===== config.mk =====
export PLATFORM = sky130hd
export DESIGN_NAME = ex_unit_top
export DESIGN_NICKNAME = d
export VERILOG_FILES = /design/src/ex_pkg.sv /design/src/ex_unit_top.sv /design/src/ex_issue.sv /design/src/ex_op_fifo.sv /design/src/ex_block.sv /design/src/ex_multdiv_slow.sv /design/src/ex_alu.sv
export SDC_FILE = /design/constraint.sdc
export NUM_CORES = 2
export LEC_CHECK = 0
export BUFFER_PORTS_ARGS = -buffer_cell sky130_fd_sc_hd__buf_2
export CAP_MARGIN = 20
export CORE_MARGIN = 10
export CORE_UTILIZATION = 45
export CTS_CLUSTER_DIAMETER = 200
export DETAILED_ROUTE_END_ITERATION = 6
export PLACE_DENSITY = 0.66
export SLEW_MARGIN = 5
export SYNTH_ARGS = -nofsm -noshare
export SYNTH_HDL_FRONTEND = slang
export SYNTH_SLANG_ARGS = --single-unit

===== constraint.sdc =====
create_clock -name clk_i -period 27.4 [get_ports clk_i]
set_input_delay 5.48 -clock clk_i [delete_from_list [all_inputs] [get_ports clk_i]]
set_output_delay 5.48 -clock clk_i [all_outputs]
set_load 0.03 [all_outputs]

===== src/ex_pkg.sv =====
package ex_pkg;

	localparam int XLEN = 32;
	localparam int TAG_W = 4;
	localparam int FIFO_DEPTH = 8;

	typedef enum logic [4:0] {
		ALU_ADD  = 5'd0,
		ALU_SUB  = 5'd1,
		ALU_XOR  = 5'd2,
		ALU_OR   = 5'd3,
		ALU_AND  = 5'd4,
		ALU_SRA  = 5'd5,
		ALU_SRL  = 5'd6,
		ALU_SLL  = 5'd7,
		ALU_LT   = 5'd8,
		ALU_LTU  = 5'd9,
		ALU_GE   = 5'd10,
		ALU_GEU  = 5'd11,
		ALU_EQ   = 5'd12,
		ALU_NE   = 5'd13,
		ALU_SLT  = 5'd14,
		ALU_SLTU = 5'd15
	} alu_op_e;

	typedef enum logic [1:0] {
		MD_OP_MULL = 2'd0,
		MD_OP_MULH = 2'd1,
		MD_OP_DIV  = 2'd2,
		MD_OP_REM  = 2'd3
	} md_op_e;

	typedef enum logic [0:0] {
		JT_ALU    = 1'b0,
		JT_BT_ALU = 1'b1
	} jt_sel_e;

	typedef struct packed {
		logic [TAG_W-1:0] tag;
		logic             is_md;        // route to the multiplier/divider.
		alu_op_e          alu_operator;
		md_op_e           md_operator;
		logic [1:0]       signed_mode;  // bit 0 for a, bit 1 for b.
		logic [XLEN-1:0]  operand_a;
		logic [XLEN-1:0]  operand_b;
		logic [XLEN-1:0]  pc;
		logic [11:0]      bt_imm;
		jt_sel_e          jt_sel;
	} ex_op_t;

	typedef struct packed {
		logic [TAG_W-1:0] tag;
		logic [XLEN-1:0]  wdata;
		logic [XLEN-1:0]  jump_target;
		logic             branch_decision;
	} ex_res_t;

endpackage

===== src/ex_unit_top.sv =====
`timescale 1ns/1ns

module ex_unit_top (
	input  logic             clk_i,
	input  logic             rst_i,
	input  logic             op_valid_i,
	input  ex_pkg::ex_op_t   op_i,
	output logic             res_valid_o,
	output ex_pkg::ex_res_t  res_o
);
	import ex_pkg::*;

	ex_op_t          head;
	ex_op_t          cur_op;
	logic            empty;
	logic            pop;
	logic            md_start;
	logic [XLEN-1:0] wdata;
	logic [XLEN-1:0] jump_target;
	logic            branch_decision;
	logic            ex_valid;

	ex_op_fifo op_fifo_i (
		.clk_i   (clk_i),
		.rst_i   (rst_i),
		.push_i  (op_valid_i),
		.data_i  (op_i),
		.pop_i   (pop),
		.head_o  (head),
		.empty_o (empty)
	);

	ex_issue issue_i (
		.clk_i             (clk_i),
		.rst_i             (rst_i),
		.head_i            (head),
		.empty_i           (empty),
		.pop_o             (pop),
		.cur_op_o          (cur_op),
		.md_start_o        (md_start),
		.wdata_i           (wdata),
		.jump_target_i     (jump_target),
		.branch_decision_i (branch_decision),
		.ex_valid_i        (ex_valid),
		.res_valid_o       (res_valid_o),
		.res_o             (res_o)
	);

	ex_block ex_block_i (
		.clk_i              (clk_i),
		.rst_i              (rst_i),
		.op_i               (cur_op),
		.md_start_i         (md_start),
		.regfile_wdata_ex_o (wdata),
		.jump_target_o      (jump_target),
		.branch_decision_o  (branch_decision),
		.ex_valid_o         (ex_valid)
	);

endmodule


===== src/ex_issue.sv =====
`timescale 1ns/1ns

module ex_issue (
	input  logic                      clk_i,
	input  logic                      rst_i,
	input  ex_pkg::ex_op_t            head_i,
	input  logic                      empty_i,
	output logic                      pop_o,
	output ex_pkg::ex_op_t            cur_op_o,
	output logic                      md_start_o,
	input  logic [ex_pkg::XLEN-1:0]   wdata_i,
	input  logic [ex_pkg::XLEN-1:0]   jump_target_i,
	input  logic                      branch_decision_i,
	input  logic                      ex_valid_i,
	output logic                      res_valid_o,
	output ex_pkg::ex_res_t           res_o
);
	import ex_pkg::*;

	logic   busy_q;
	logic   first_q;   // first cycle the operation is held.
	logic   finish;
	ex_op_t cur_op_q;

	assign pop_o = ~busy_q & ~empty_i;
	assign finish = busy_q & ex_valid_i;
	assign cur_op_o = cur_op_q;
	assign md_start_o = first_q & cur_op_q.is_md;

	always_ff @(posedge clk_i) begin
		if (rst_i) begin
			busy_q      <= 1'b0;
			first_q     <= 1'b0;
			res_valid_o <= 1'b0;
		end else begin
			first_q     <= pop_o;
			res_valid_o <= finish;
			if (pop_o) begin
				busy_q <= 1'b1;
			end else if (finish) begin
				busy_q <= 1'b0;
			end
		end
	end

	always_ff @(posedge clk_i) begin
		if (pop_o) begin
			cur_op_q <= head_i;
		end
		if (finish) begin
			res_o.tag             <= cur_op_q.tag;
			res_o.wdata           <= wdata_i;
			res_o.jump_target     <= jump_target_i;
			res_o.branch_decision <= branch_decision_i;
		end
	end

endmodule


===== src/ex_op_fifo.sv =====
`timescale 1ns/1ns

module ex_op_fifo (
	input  logic            clk_i,
	input  logic            rst_i,
	input  logic            push_i,
	input  ex_pkg::ex_op_t  data_i,
	input  logic            pop_i,
	output ex_pkg::ex_op_t  head_o,
	output logic            empty_o
);
	import ex_pkg::*;

	ex_op_t                          mem_q [FIFO_DEPTH];
	logic [$clog2(FIFO_DEPTH)-1:0]   wr_ptr_q;
	logic [$clog2(FIFO_DEPTH)-1:0]   rd_ptr_q;
	logic [$clog2(FIFO_DEPTH):0]     count_q;
	logic                            full;

	assign empty_o = (count_q == '0);
	assign full = (count_q == FIFO_DEPTH);
	assign head_o = mem_q[rd_ptr_q];

	always_ff @(posedge clk_i) begin
		if (rst_i) begin
			wr_ptr_q <= '0;
			rd_ptr_q <= '0;
			count_q  <= '0;
		end else begin
			if (push_i) begin
				wr_ptr_q <= wr_ptr_q + 1'b1;   // depth is a power of two, pointers wrap.
			end
			if (pop_i) begin
				rd_ptr_q <= rd_ptr_q + 1'b1;
			end
			case ({push_i, pop_i})
				2'b10:   count_q <= count_q + 1'b1;
				2'b01:   count_q <= count_q - 1'b1;
				default: count_q <= count_q;
			endcase
		end
	end

	always_ff @(posedge clk_i) begin
		if (push_i) begin
			mem_q[wr_ptr_q] <= data_i;
		end
	end

	a_no_push_full: assert property (@(posedge clk_i) disable iff (rst_i)
		push_i |-> !full)
		else $error("operation pushed into a full queue");

	a_no_pop_empty: assert property (@(posedge clk_i) disable iff (rst_i)
		pop_i |-> !empty_o)
		else $error("pop from an empty queue");

endmodule


===== src/ex_block.sv =====
`timescale 1ns/1ns

module ex_block (
	input  logic                      clk_i,
	input  logic                      rst_i,
	input  ex_pkg::ex_op_t            op_i,
	input  logic                      md_start_i,
	output logic [ex_pkg::XLEN-1:0]   regfile_wdata_ex_o,
	output logic [ex_pkg::XLEN-1:0]   jump_target_o,
	output logic                      branch_decision_o,
	output logic                      ex_valid_o
);
	import ex_pkg::*;

	logic [XLEN-1:0] alu_adder_result;
	logic [XLEN-1:0] alu_result;
	logic            alu_cmp_result;
	logic [XLEN-1:0] multdiv_result;
	logic            multdiv_valid;
	logic [XLEN-1:0] bt_result;

	ex_alu alu_i (
		.operator_i          (op_i.alu_operator),
		.operand_a_i         (op_i.operand_a),
		.operand_b_i         (op_i.operand_b),
		.adder_result_o      (alu_adder_result),
		.result_o            (alu_result),
		.comparison_result_o (alu_cmp_result)
	);

	ex_multdiv_slow multdiv_i (
		.clk_i         (clk_i),
		.rst_i         (rst_i),
		.start_i       (md_start_i),
		.operator_i    (op_i.md_operator),
		.signed_mode_i (op_i.signed_mode),
		.op_a_i        (op_i.operand_a),
		.op_b_i        (op_i.operand_b),
		.valid_o       (multdiv_valid),
		.result_o      (multdiv_result)
	);

	// branch offsets are in halfwords.
	assign bt_result = op_i.pc + {{(XLEN-13){op_i.bt_imm[11]}}, op_i.bt_imm, 1'b0};

	assign regfile_wdata_ex_o = op_i.is_md ? multdiv_result : alu_result;
	assign jump_target_o = (op_i.jt_sel == JT_ALU) ? alu_adder_result : bt_result;
	assign branch_decision_o = alu_cmp_result;
	assign ex_valid_o = op_i.is_md ? multdiv_valid : 1'b1;

endmodule


===== src/ex_multdiv_slow.sv =====
`timescale 1ns/1ns

module ex_multdiv_slow (
	input  logic                      clk_i,
	input  logic                      rst_i,
	input  logic                      start_i,
	input  ex_pkg::md_op_e            operator_i,
	input  logic [1:0]                signed_mode_i,
	input  logic [ex_pkg::XLEN-1:0]   op_a_i,
	input  logic [ex_pkg::XLEN-1:0]   op_b_i,
	output logic                      valid_o,
	output logic [ex_pkg::XLEN-1:0]   result_o
);
	import ex_pkg::*;

	logic            busy_q;
	logic            done_q;
	logic [4:0]      cnt_q;
	logic            iter;

	logic            sign_a;
	logic            sign_b;
	logic [XLEN-1:0] abs_a;
	logic [XLEN-1:0] abs_b;

	logic [XLEN-1:0] hi_q;          // partial product high word or remainder.
	logic [XLEN-1:0] lo_q;          // multiplier bits or dividend/quotient bits.
	logic [XLEN-1:0] op_b_q;
	md_op_e          operator_q;
	logic            sign_a_q;
	logic            sign_b_q;
	logic            div_zero_q;
	logic            is_div;

	logic [XLEN:0]     add_a;
	logic [XLEN:0]     add_b;
	logic [XLEN+1:0]   add_res;
	logic [XLEN:0]     mult_hi;
	logic [2*XLEN-1:0] prod_mag;
	logic [2*XLEN-1:0] prod_res;

	assign sign_a = signed_mode_i[0] & op_a_i[XLEN-1];
	assign sign_b = signed_mode_i[1] & op_b_i[XLEN-1];
	assign abs_a = sign_a ? -op_a_i : op_a_i;
	assign abs_b = sign_b ? -op_b_i : op_b_i;

	assign iter = busy_q & ~done_q;
	assign is_div = operator_q inside {MD_OP_DIV, MD_OP_REM};

	// one adder, add for multiply and subtract with carry-in for divide.
	assign add_a = is_div ? {hi_q, lo_q[XLEN-1]} : {1'b0, hi_q};
	assign add_b = is_div ? ~{1'b0, op_b_q} : {1'b0, op_b_q};
	assign add_res = {1'b0, add_a} + {1'b0, add_b} + {{(XLEN+1){1'b0}}, is_div};
	assign mult_hi = lo_q[0] ? add_res[XLEN:0] : {1'b0, hi_q};

	always_ff @(posedge clk_i) begin
		if (rst_i) begin
			busy_q <= 1'b0;
			done_q <= 1'b0;
			cnt_q  <= '0;
		end else begin
			done_q <= 1'b0;
			if (start_i) begin
				busy_q <= 1'b1;
				cnt_q  <= '0;
			end else if (iter) begin
				cnt_q <= cnt_q + 5'd1;
				if (cnt_q == 5'd31) begin
					done_q <= 1'b1;
				end
			end else if (done_q) begin
				busy_q <= 1'b0;
			end
		end
	end

	always_ff @(posedge clk_i) begin
		if (start_i) begin
			hi_q       <= '0;
			lo_q       <= abs_a;
			op_b_q     <= abs_b;
			operator_q <= operator_i;
			sign_a_q   <= sign_a;
			sign_b_q   <= sign_b;
			div_zero_q <= (op_b_i == '0);
		end else if (iter) begin
			if (is_div) begin
				hi_q <= add_res[XLEN+1] ? add_res[XLEN-1:0] : {hi_q[XLEN-2:0], lo_q[XLEN-1]};
				lo_q <= {lo_q[XLEN-2:0], add_res[XLEN+1]};   // carry out means no borrow.
			end else begin
				hi_q <= mult_hi[XLEN:1];
				lo_q <= {mult_hi[0], lo_q[XLEN-1:1]};
			end
		end
	end

	assign prod_mag = {hi_q, lo_q};
	assign prod_res = (sign_a_q ^ sign_b_q) ? -prod_mag : prod_mag;

	// most negative / -1 needs no special case, the magnitudes already give it.
	always_comb begin
		case (operator_q)
			MD_OP_MULL: result_o = prod_res[XLEN-1:0];
			MD_OP_MULH: result_o = prod_res[2*XLEN-1:XLEN];
			MD_OP_DIV:  result_o = div_zero_q ? '1 : ((sign_a_q ^ sign_b_q) ? -lo_q : lo_q);
			default:    result_o = sign_a_q ? -hi_q : hi_q;   // remainder takes the dividend sign.
		endcase
	end

	assign valid_o = done_q;

	a_no_start_busy: assert property (@(posedge clk_i) disable iff (rst_i)
		start_i |-> !busy_q)
		else $error("multdiv started while an operation is in flight");

endmodule


===== src/ex_alu.sv =====
`timescale 1ns/1ns

module ex_alu (
	input  ex_pkg::alu_op_e           operator_i,
	input  logic [ex_pkg::XLEN-1:0]   operand_a_i,
	input  logic [ex_pkg::XLEN-1:0]   operand_b_i,
	output logic [ex_pkg::XLEN-1:0]   adder_result_o,
	output logic [ex_pkg::XLEN-1:0]   result_o,
	output logic                      comparison_result_o
);
	import ex_pkg::*;

	logic            adder_negate;
	logic            cmp_signed;
	logic [XLEN:0]   adder_in_a;
	logic [XLEN:0]   adder_in_b;
	logic [XLEN+1:0] adder_sum;
	logic            is_less;
	logic            is_equal;

	logic                   shift_left;
	logic                   shift_arith;
	logic [4:0]             shamt;
	logic [XLEN-1:0]        operand_a_rev;
	logic [XLEN-1:0]        shift_operand;
	logic signed [XLEN:0]   shift_ext;
	logic [XLEN:0]          shift_right_ext;
	logic [XLEN-1:0]        shift_right;
	logic [XLEN-1:0]        shift_right_rev;
	logic [XLEN-1:0]        shift_result;

	assign adder_negate = (operator_i == ALU_SUB) ||
		(operator_i inside {ALU_LT, ALU_LTU, ALU_GE, ALU_GEU, ALU_SLT, ALU_SLTU});
	assign cmp_signed = operator_i inside {ALU_LT, ALU_GE, ALU_SLT};

	// 33-bit operands so bit 32 of the difference is the less-than flag.
	assign adder_in_a = {cmp_signed & operand_a_i[XLEN-1], operand_a_i};
	assign adder_in_b = {cmp_signed & operand_b_i[XLEN-1], operand_b_i};
	assign adder_sum = {adder_in_a, 1'b1} +
		{(adder_negate ? ~adder_in_b : adder_in_b), adder_negate}; // lsb pair is the carry-in.
	assign adder_result_o = adder_sum[XLEN:1];
	assign is_less = adder_sum[XLEN+1];
	assign is_equal = ~|(operand_a_i ^ operand_b_i);

	always_comb begin
		case (operator_i)
			ALU_LT, ALU_LTU, ALU_SLT, ALU_SLTU: comparison_result_o = is_less;
			ALU_GE, ALU_GEU:                    comparison_result_o = ~is_less;
			ALU_EQ:                             comparison_result_o = is_equal;
			ALU_NE:                             comparison_result_o = ~is_equal;
			default:                            comparison_result_o = 1'b0;
		endcase
	end

	// left shifts reuse the right shifter on the reversed operand.
	assign shift_left = (operator_i == ALU_SLL);
	assign shift_arith = (operator_i == ALU_SRA);
	assign shamt = operand_b_i[4:0];
	assign operand_a_rev = {<<{operand_a_i}};
	assign shift_operand = shift_left ? operand_a_rev : operand_a_i;
	assign shift_ext = {shift_arith & operand_a_i[XLEN-1], shift_operand};
	assign shift_right_ext = shift_ext >>> shamt;
	assign shift_right = shift_right_ext[XLEN-1:0];
	assign shift_right_rev = {<<{shift_right}};
	assign shift_result = shift_left ? shift_right_rev : shift_right;

	always_comb begin
		case (operator_i)
			ALU_ADD, ALU_SUB:          result_o = adder_result_o;
			ALU_XOR:                   result_o = operand_a_i ^ operand_b_i;
			ALU_OR:                    result_o = operand_a_i | operand_b_i;
			ALU_AND:                   result_o = operand_a_i & operand_b_i;
			ALU_SRA, ALU_SRL, ALU_SLL: result_o = shift_result;
			default:                   result_o = {{(XLEN-1){1'b0}}, comparison_result_o};
		endcase
	end

endmodule


# After elaboration in Yosys (flattened, before gate mapping)
# Memories as Yosys holds them, arrays and structs flattened. A register that Yosys moved wholly into a read port is not among the register bits.
# Cells that the tools add are included.
[totals]
word_cells = 131
output_inout_bits = 70
memories = 1
register_bits = 190
mem_bits_rw = 984
[mem_list]
columns = ["memory", "depth", "width", "rd", "rd_ports_with_merged_regs", "wr", "line_no", "rtl"]
rows = [
  ["op_fifo_i.mem_q", 8, 123, 1, 1, 1, "ex_op_fifo.sv:14", "ex_op_t mem_q [FIFO_DEPTH];"],
]
[classes]
add_sub_neg = 14
muxes = 32
shift = 1
n_bitwise = 20
reduce_logical = 21
eq_ne = 22
[ops]
columns = ["operator", "n"]
rows = [
  ["$mux 32", 14],
  ["$pmux 32 s5", 1],
  ["$mux 33", 4],
  ["$neg 32->32", 4],
  ["$pmux 32 s3", 1],
  ["$mux 64", 1],
  ["$neg 64->64", 1],
  ["$eq 5x4->1 const B", 8],
  ["$add 33x33->34", 1],
  ["$add 34x1->34", 1],
  ["$add 34x34->34", 1],
  ["$not 32->33", 1],
  ["$not 33->33", 1],
  ["$sshr 33x5->32", 1],
  ["$add 32x32->32", 1],
  ["$and 32x32->32", 1],
  ["$logic_not 32->1", 1],
  ["$or 32x32->32", 1],
  ["$reduce_or 32->1", 1],
  ["$xor 32x32->32", 1],
  ["$eq 5x3->1 const B", 4],
  ["$eq 5x2->1 const B", 2],
  ["$reduce_bool 2->1", 5],
  ["$and 1x1->1", 9],
  ["25 further kinds", 44],
]

# Logic depth before layout (Yosys ltp)
[logic_depth]
word_depth = 10
ltp_mapped = 19
mapped_depth_nobuf = 15

# Modules after synthesis
# Synthesis repeated with hierarchy kept, for this count alone.
[unflattened]
hier_cells = 4162
area_unflattened_um2 = 63852.5
[by_module_without_submodules]
columns = ["mod", "area_each_um2", "seq_area_each_um2", "cells_per_inst", "n_inst"]
rows = [
  ["ex_op_fifo", 38390.6, 29808.6, 1491, 1],
  ["ex_multdiv_slow", 10576.4, 2852.7, 1293, 1],
  ["ex_alu", 6399.9, 0.0, 825, 1],
  ["ex_issue", 5874.4, 5825.6, 202, 1],
  ["ex_block", 2611.3, 0.0, 351, 1],
]

# Least setup slack after synthesis
# Ideal clock, no wire load.
[synth_timing]
kind = "input to register"
start = "in op_valid_i"
end = "mem op_fifo_i.mem_q[0][0] (netlist name), enable pin"
stages = 2
setup_slack_ns = 12.765
t_required_ns = 26.644
t_arrival_ns = 13.879
path_cell_list = "nand2b_1 -> nor3_1"
[synth_via]
elab_chain_len = 2
[synth_rtl]
columns = ["element", "line_no", "rtl"]
rows = [
  ["from (decl)", "ex_unit_top.sv:6", "input logic op_valid_i,"],
  ["$mux 1", "ex_op_fifo.sv:45", "if (push_i) begin"],
  ["$mux 1 (not written as such)", "ex_op_fifo.sv:46", "mem_q[wr_ptr_q] <= data_i;"],
  ["to (decl)", "ex_op_fifo.sv:14", ""],
]
# No other way between the ends.

# Worst setup path after layout
[layout_timing]
start = "in op_valid_i"
end = "mem op_fifo_i.mem_q[0][37] (netlist name), enable pin"
# Same word-level chain as after synthesis.

==> reports/summary.txt <==
detail-routed net length per standard cell -> 27.5 µm
worst r2r src -> issue_i.cur_op_o[113]$_DFFE_PP_
Distinct cells, synth -> 84
total power -> 8.94 mW
crit path DAT -> 8200 ps
Post-CTS Setup Bufs -> 0
ratio of final minimum period to clock period -> 0.285
Post-layout nets -> 4,594
Routability Congestion -> 1.02
number of hold buffers added after CTS -> 0
top fanout value on the critical path -> 43
Inserted Clock Buffers -> 138
violated checks -> DRC
unrepaired setup endpoints after global routing -> no
clock skew after layout -> 34.2 ps
cell leakage power -> 23.4 nW
worst slew margin relative to its limit -> 0.276
setup violation total in the final timing report -> 0
post-detailed-route count of antenna-violating nets -> 0
library cell with the largest summed area after synthesis -> sky130_fd_sc_hd__edfxtp_1
required time of the critical path -> 27,780 ps
global-route wire length before repair -> 250,000 µm
Critical Path Source Type -> input pin
Die W -> 391 µm
worst hold path depth -> 0
worst-case reg-to-reg path depth -> 16
sinks on the clock net -> 1,297
fraction of post-synthesis cell area in the top cell type by area -> 0.604
synth top area cells -> sky130_fd_sc_hd__edfxtp_1, sky130_fd_sc_hd__mux4_2, sky130_fd_sc_hd__ha_1
most instantiated flip-flop cell in the synthesis netlist -> sky130_fd_sc_hd__edfxtp_1
number of optimization iterations in the first detailed-route pass -> 7
maximum number of pins on one net before global-route repair -> 148
Max VDD drop -> 0.0000738 V
H-tree levels -> 4
launching instance or port of the critical path -> op_valid_i
warnings from Yosys -> 0
Vias per Instance -> 5.98
number of buffers inserted by port buffering -> 195
mean cell area of the mapped netlist -> 15.1 µm²
combined area of all synthesized cells -> 61,900 µm²
sort of element at the end of the critical path -> flop
endpoint of the worst-slack reg-to-reg timing path -> issue_i.res_o[64]$_DFFE_PP_
Async SR Flop Fraction -> 0
Worst Tran Pin Value -> 1090 ps
post-synthesis instance total -> 4,114
Die Area -> 153,000 µm²
most common cell after layout, fill and taps aside -> sky130_fd_sc_hd__edfxtp_1
clock insertion delay at the later pin of the skew report -> 780 ps
synthesized net count -> 4,411
count of standard-cell rows -> 136
commonest non-fill, non-tap cells in the layout -> sky130_fd_sc_hd__edfxtp_1, sky130_fd_sc_hd__mux4_2, sky130_fd_sc_hd__nand2_1
Power per Cell Area -> 129 nW/µm²
clock tree from TritonCTS -> built
proportion of layout cells with a drive suffix above 1 -> 0.212
Area Overhead vs Synth -> 11.9%
register clock-pin slew on the reported worst setup and hold paths -> 60 ps
count of state elements after synthesis -> 1,297
number of gates given a new drive strength after cts -> 0
Vert. Die Dim -> 391 µm
overall fraction of global-route tracks in use -> 0.220
flop-to-flop setup slack -> 21,400 ps
max-slew violation total from the final report -> 0
I/O Pins -> 196
total overflow reported by the global router -> 0
result of the run -> finished with violations
endpoint of the worst hold path -> issue_i.res_o[66]$_DFFE_PP_
area inside the core boundary -> 137,000 µm²
drt drc -> 2
portion of the post-synthesis area used by sequential elements -> 0.620
clock root cell -> sky130_fd_sc_hd__clkbuf_16
setup tns final -> 0 ps
starting DRC count in detailed routing -> 3,494
Longest Clk Path Bufs -> 3
total via count in the routed design -> 37,052
hold_sp -> issue_i.cur_op_o[120]$_DFFE_PP_
Hold Fails Final Rpt -> 0
maximum achievable frequency -> 128 MHz
antenna violations before repair -> 42
HPWL after detailed placement -> 116,000 µm
total wire length after detailed routing -> 171,000 µm
number of enable flip-flop cells after synthesis -> 1,245
Critical Setup Path Class -> in2reg
vias in the first global route -> 36,455
Final min period -> 7820 ps
# Max-Cap Violations -> 0
worst hold path class -> reg2reg
initial standard-cell utilization of the core -> 0.452
==> metrics by stage <==
stage	hold slack [ps]	setup WS (ps)	cell area, µm²	utilization	instances
after floorplan	400	12770	61900	-	4114
after global placement	447	18840	65100	0.474	5951
after detailed placement	433	18770	65100	0.474	5951
after CTS	444	19570	69300	0.505	6185
after global routing	441	19420	69300	0.505	6196
final	440	19580	69300	0.505	6198
==> where the power goes <==
part,switching (mW),internal [mW]
Sequential,0.325,2.57
Clock,0.736,1.02
Combinational,2.69,1.60
==> worst max-delay path, cell delays in order <==
cell and delay, ps:
sky130_fd_sc_hd__buf_2 160, sky130_fd_sc_hd__nand2b_1 240, sky130_fd_sc_hd__nor3_2 180, sky130_fd_sc_hd__buf_4 560
sky130_fd_sc_hd__buf_4 710, sky130_fd_sc_hd__buf_4 710
==> layout make-up <==
type	instances	area (µm²)
Timing Repair Buffer	276	1660
Clock inverter	62	552
Inverter	115	433
Multi-Input combinational cell	2469	22300
Tap cell	1794	2240
Sequential cell	1297	38400
Fill cell	11356	67800
Clock buffer	172	3650
Antenna cell	13	32.5
==> how the worst max path moves through the flow <==
stage,endpoint,slack [ps]
floorplan,op_fifo_i.mem_q[0][0]$_DFFE_PP_,12770
global placement,op_fifo_i.mem_q[0][32]$_DFFE_PP_,18840
detailed placement,op_fifo_i.mem_q[0][29]$_DFFE_PP_,18770
CTS,op_fifo_i.mem_q[0][37]$_DFFE_PP_,19570
global route,op_fifo_i.mem_q[0][37]$_DFFE_PP_,19420
finish,op_fifo_i.mem_q[0][37]$_DFFE_PP_,19580
==> cell usage after synthesis, types with 9 or more instances <==
cell and count:
sky130_fd_sc_hd__nor2_1 197, sky130_fd_sc_hd__mux2i_1 126, sky130_fd_sc_hd__nand3_1 37, sky130_fd_sc_hd__buf_2 9, sky130_fd_sc_hd__xnor2_1 184, sky130_fd_sc_hd__inv_1 109, sky130_fd_sc_hd__o211ai_1 29, sky130_fd_sc_hd__nand2b_1 19
sky130_fd_sc_hd__nand2_1 229, sky130_fd_sc_hd__nor3_1 39, sky130_fd_sc_hd__or3_1 23, sky130_fd_sc_hd__ha_1 168, sky130_fd_sc_hd__a21oi_1 188, sky130_fd_sc_hd__o21ai_0 196, sky130_fd_sc_hd__a211oi_1 33, sky130_fd_sc_hd__dfxtp_1 52
sky130_fd_sc_hd__o21bai_1 17, sky130_fd_sc_hd__nor2b_1 24, sky130_fd_sc_hd__a221oi_1 14, sky130_fd_sc_hd__nor4_1 26, sky130_fd_sc_hd__mux2_2 165, sky130_fd_sc_hd__o41ai_1 14, sky130_fd_sc_hd__a222oi_1 19, sky130_fd_sc_hd__o31ai_1 25
sky130_fd_sc_hd__buf_1 61, sky130_fd_sc_hd__a22o_1 14, sky130_fd_sc_hd__nand4_1 20, sky130_fd_sc_hd__xor2_1 99, sky130_fd_sc_hd__edfxtp_1 1245, sky130_fd_sc_hd__a31oi_1 36, sky130_fd_sc_hd__a21o_1 44, sky130_fd_sc_hd__a22oi_1 11
sky130_fd_sc_hd__mux4_2 276, sky130_fd_sc_hd__clkbuf_1 160, sky130_fd_sc_hd__and2_1 15, sky130_fd_sc_hd__o21a_1 21, sky130_fd_sc_hd__and3_1 11, sky130_fd_sc_hd__o221ai_1 22
==> state kept, by name, indices dropped and copies added, names as in the netlist <==
register and count:
op_fifo_i.mem_q 984, ex_block_i.multdiv_i.busy_q 1, issue_i.res_valid_o 1, op_fifo_i.wr_ptr_q 3, ex_block_i.multdiv_i.operator_q 2, ex_block_i.multdiv_i.sign_b_q 1, ex_block_i.multdiv_i.cnt_q 5, ex_block_i.multdiv_i.valid_o 1
ex_block_i.multdiv_i.op_b_q 32, issue_i.res_o 69, issue_i.first_q 1, op_fifo_i.rd_ptr_q 3, issue_i.busy_q 1, ex_block_i.multdiv_i.div_zero_q 1, ex_block_i.multdiv_i.sign_a_q 1, op_fifo_i.count_q 4
ex_block_i.multdiv_i.hi_q 32, ex_block_i.multdiv_i.lo_q 32, issue_i.cur_op_o 123
==> metal layers <==
layer,wire (µm),GRT usage,up-vias
met2,82900,0.359,1323
li1,-,-,16596
met3,10400,0.0393,329
met5,200,0,-
met4,7660,0.0968,32
met1,69500,0.289,18772
==> logic make-up (layout without fill, tap and decap cells) <==
family / after synthesis / after routing / synth area share
DFF: 1297 / 1297 / 0.620
AOI/OAI and AO/OA: 773 / 773 / 0.0818
and+or+nand+nor: 675 / 675 / 0.0507
muxes: 567 / 567 / 0.151
buffers and inverters: 348 / 625 / 0.0215
xor gates and xnor gates: 283 / 283 / 0.0400
adders and majority gates: 171 / 171 / 0.0349
other: 0 / 13 / 0
(Power assumes the default switching activity.)
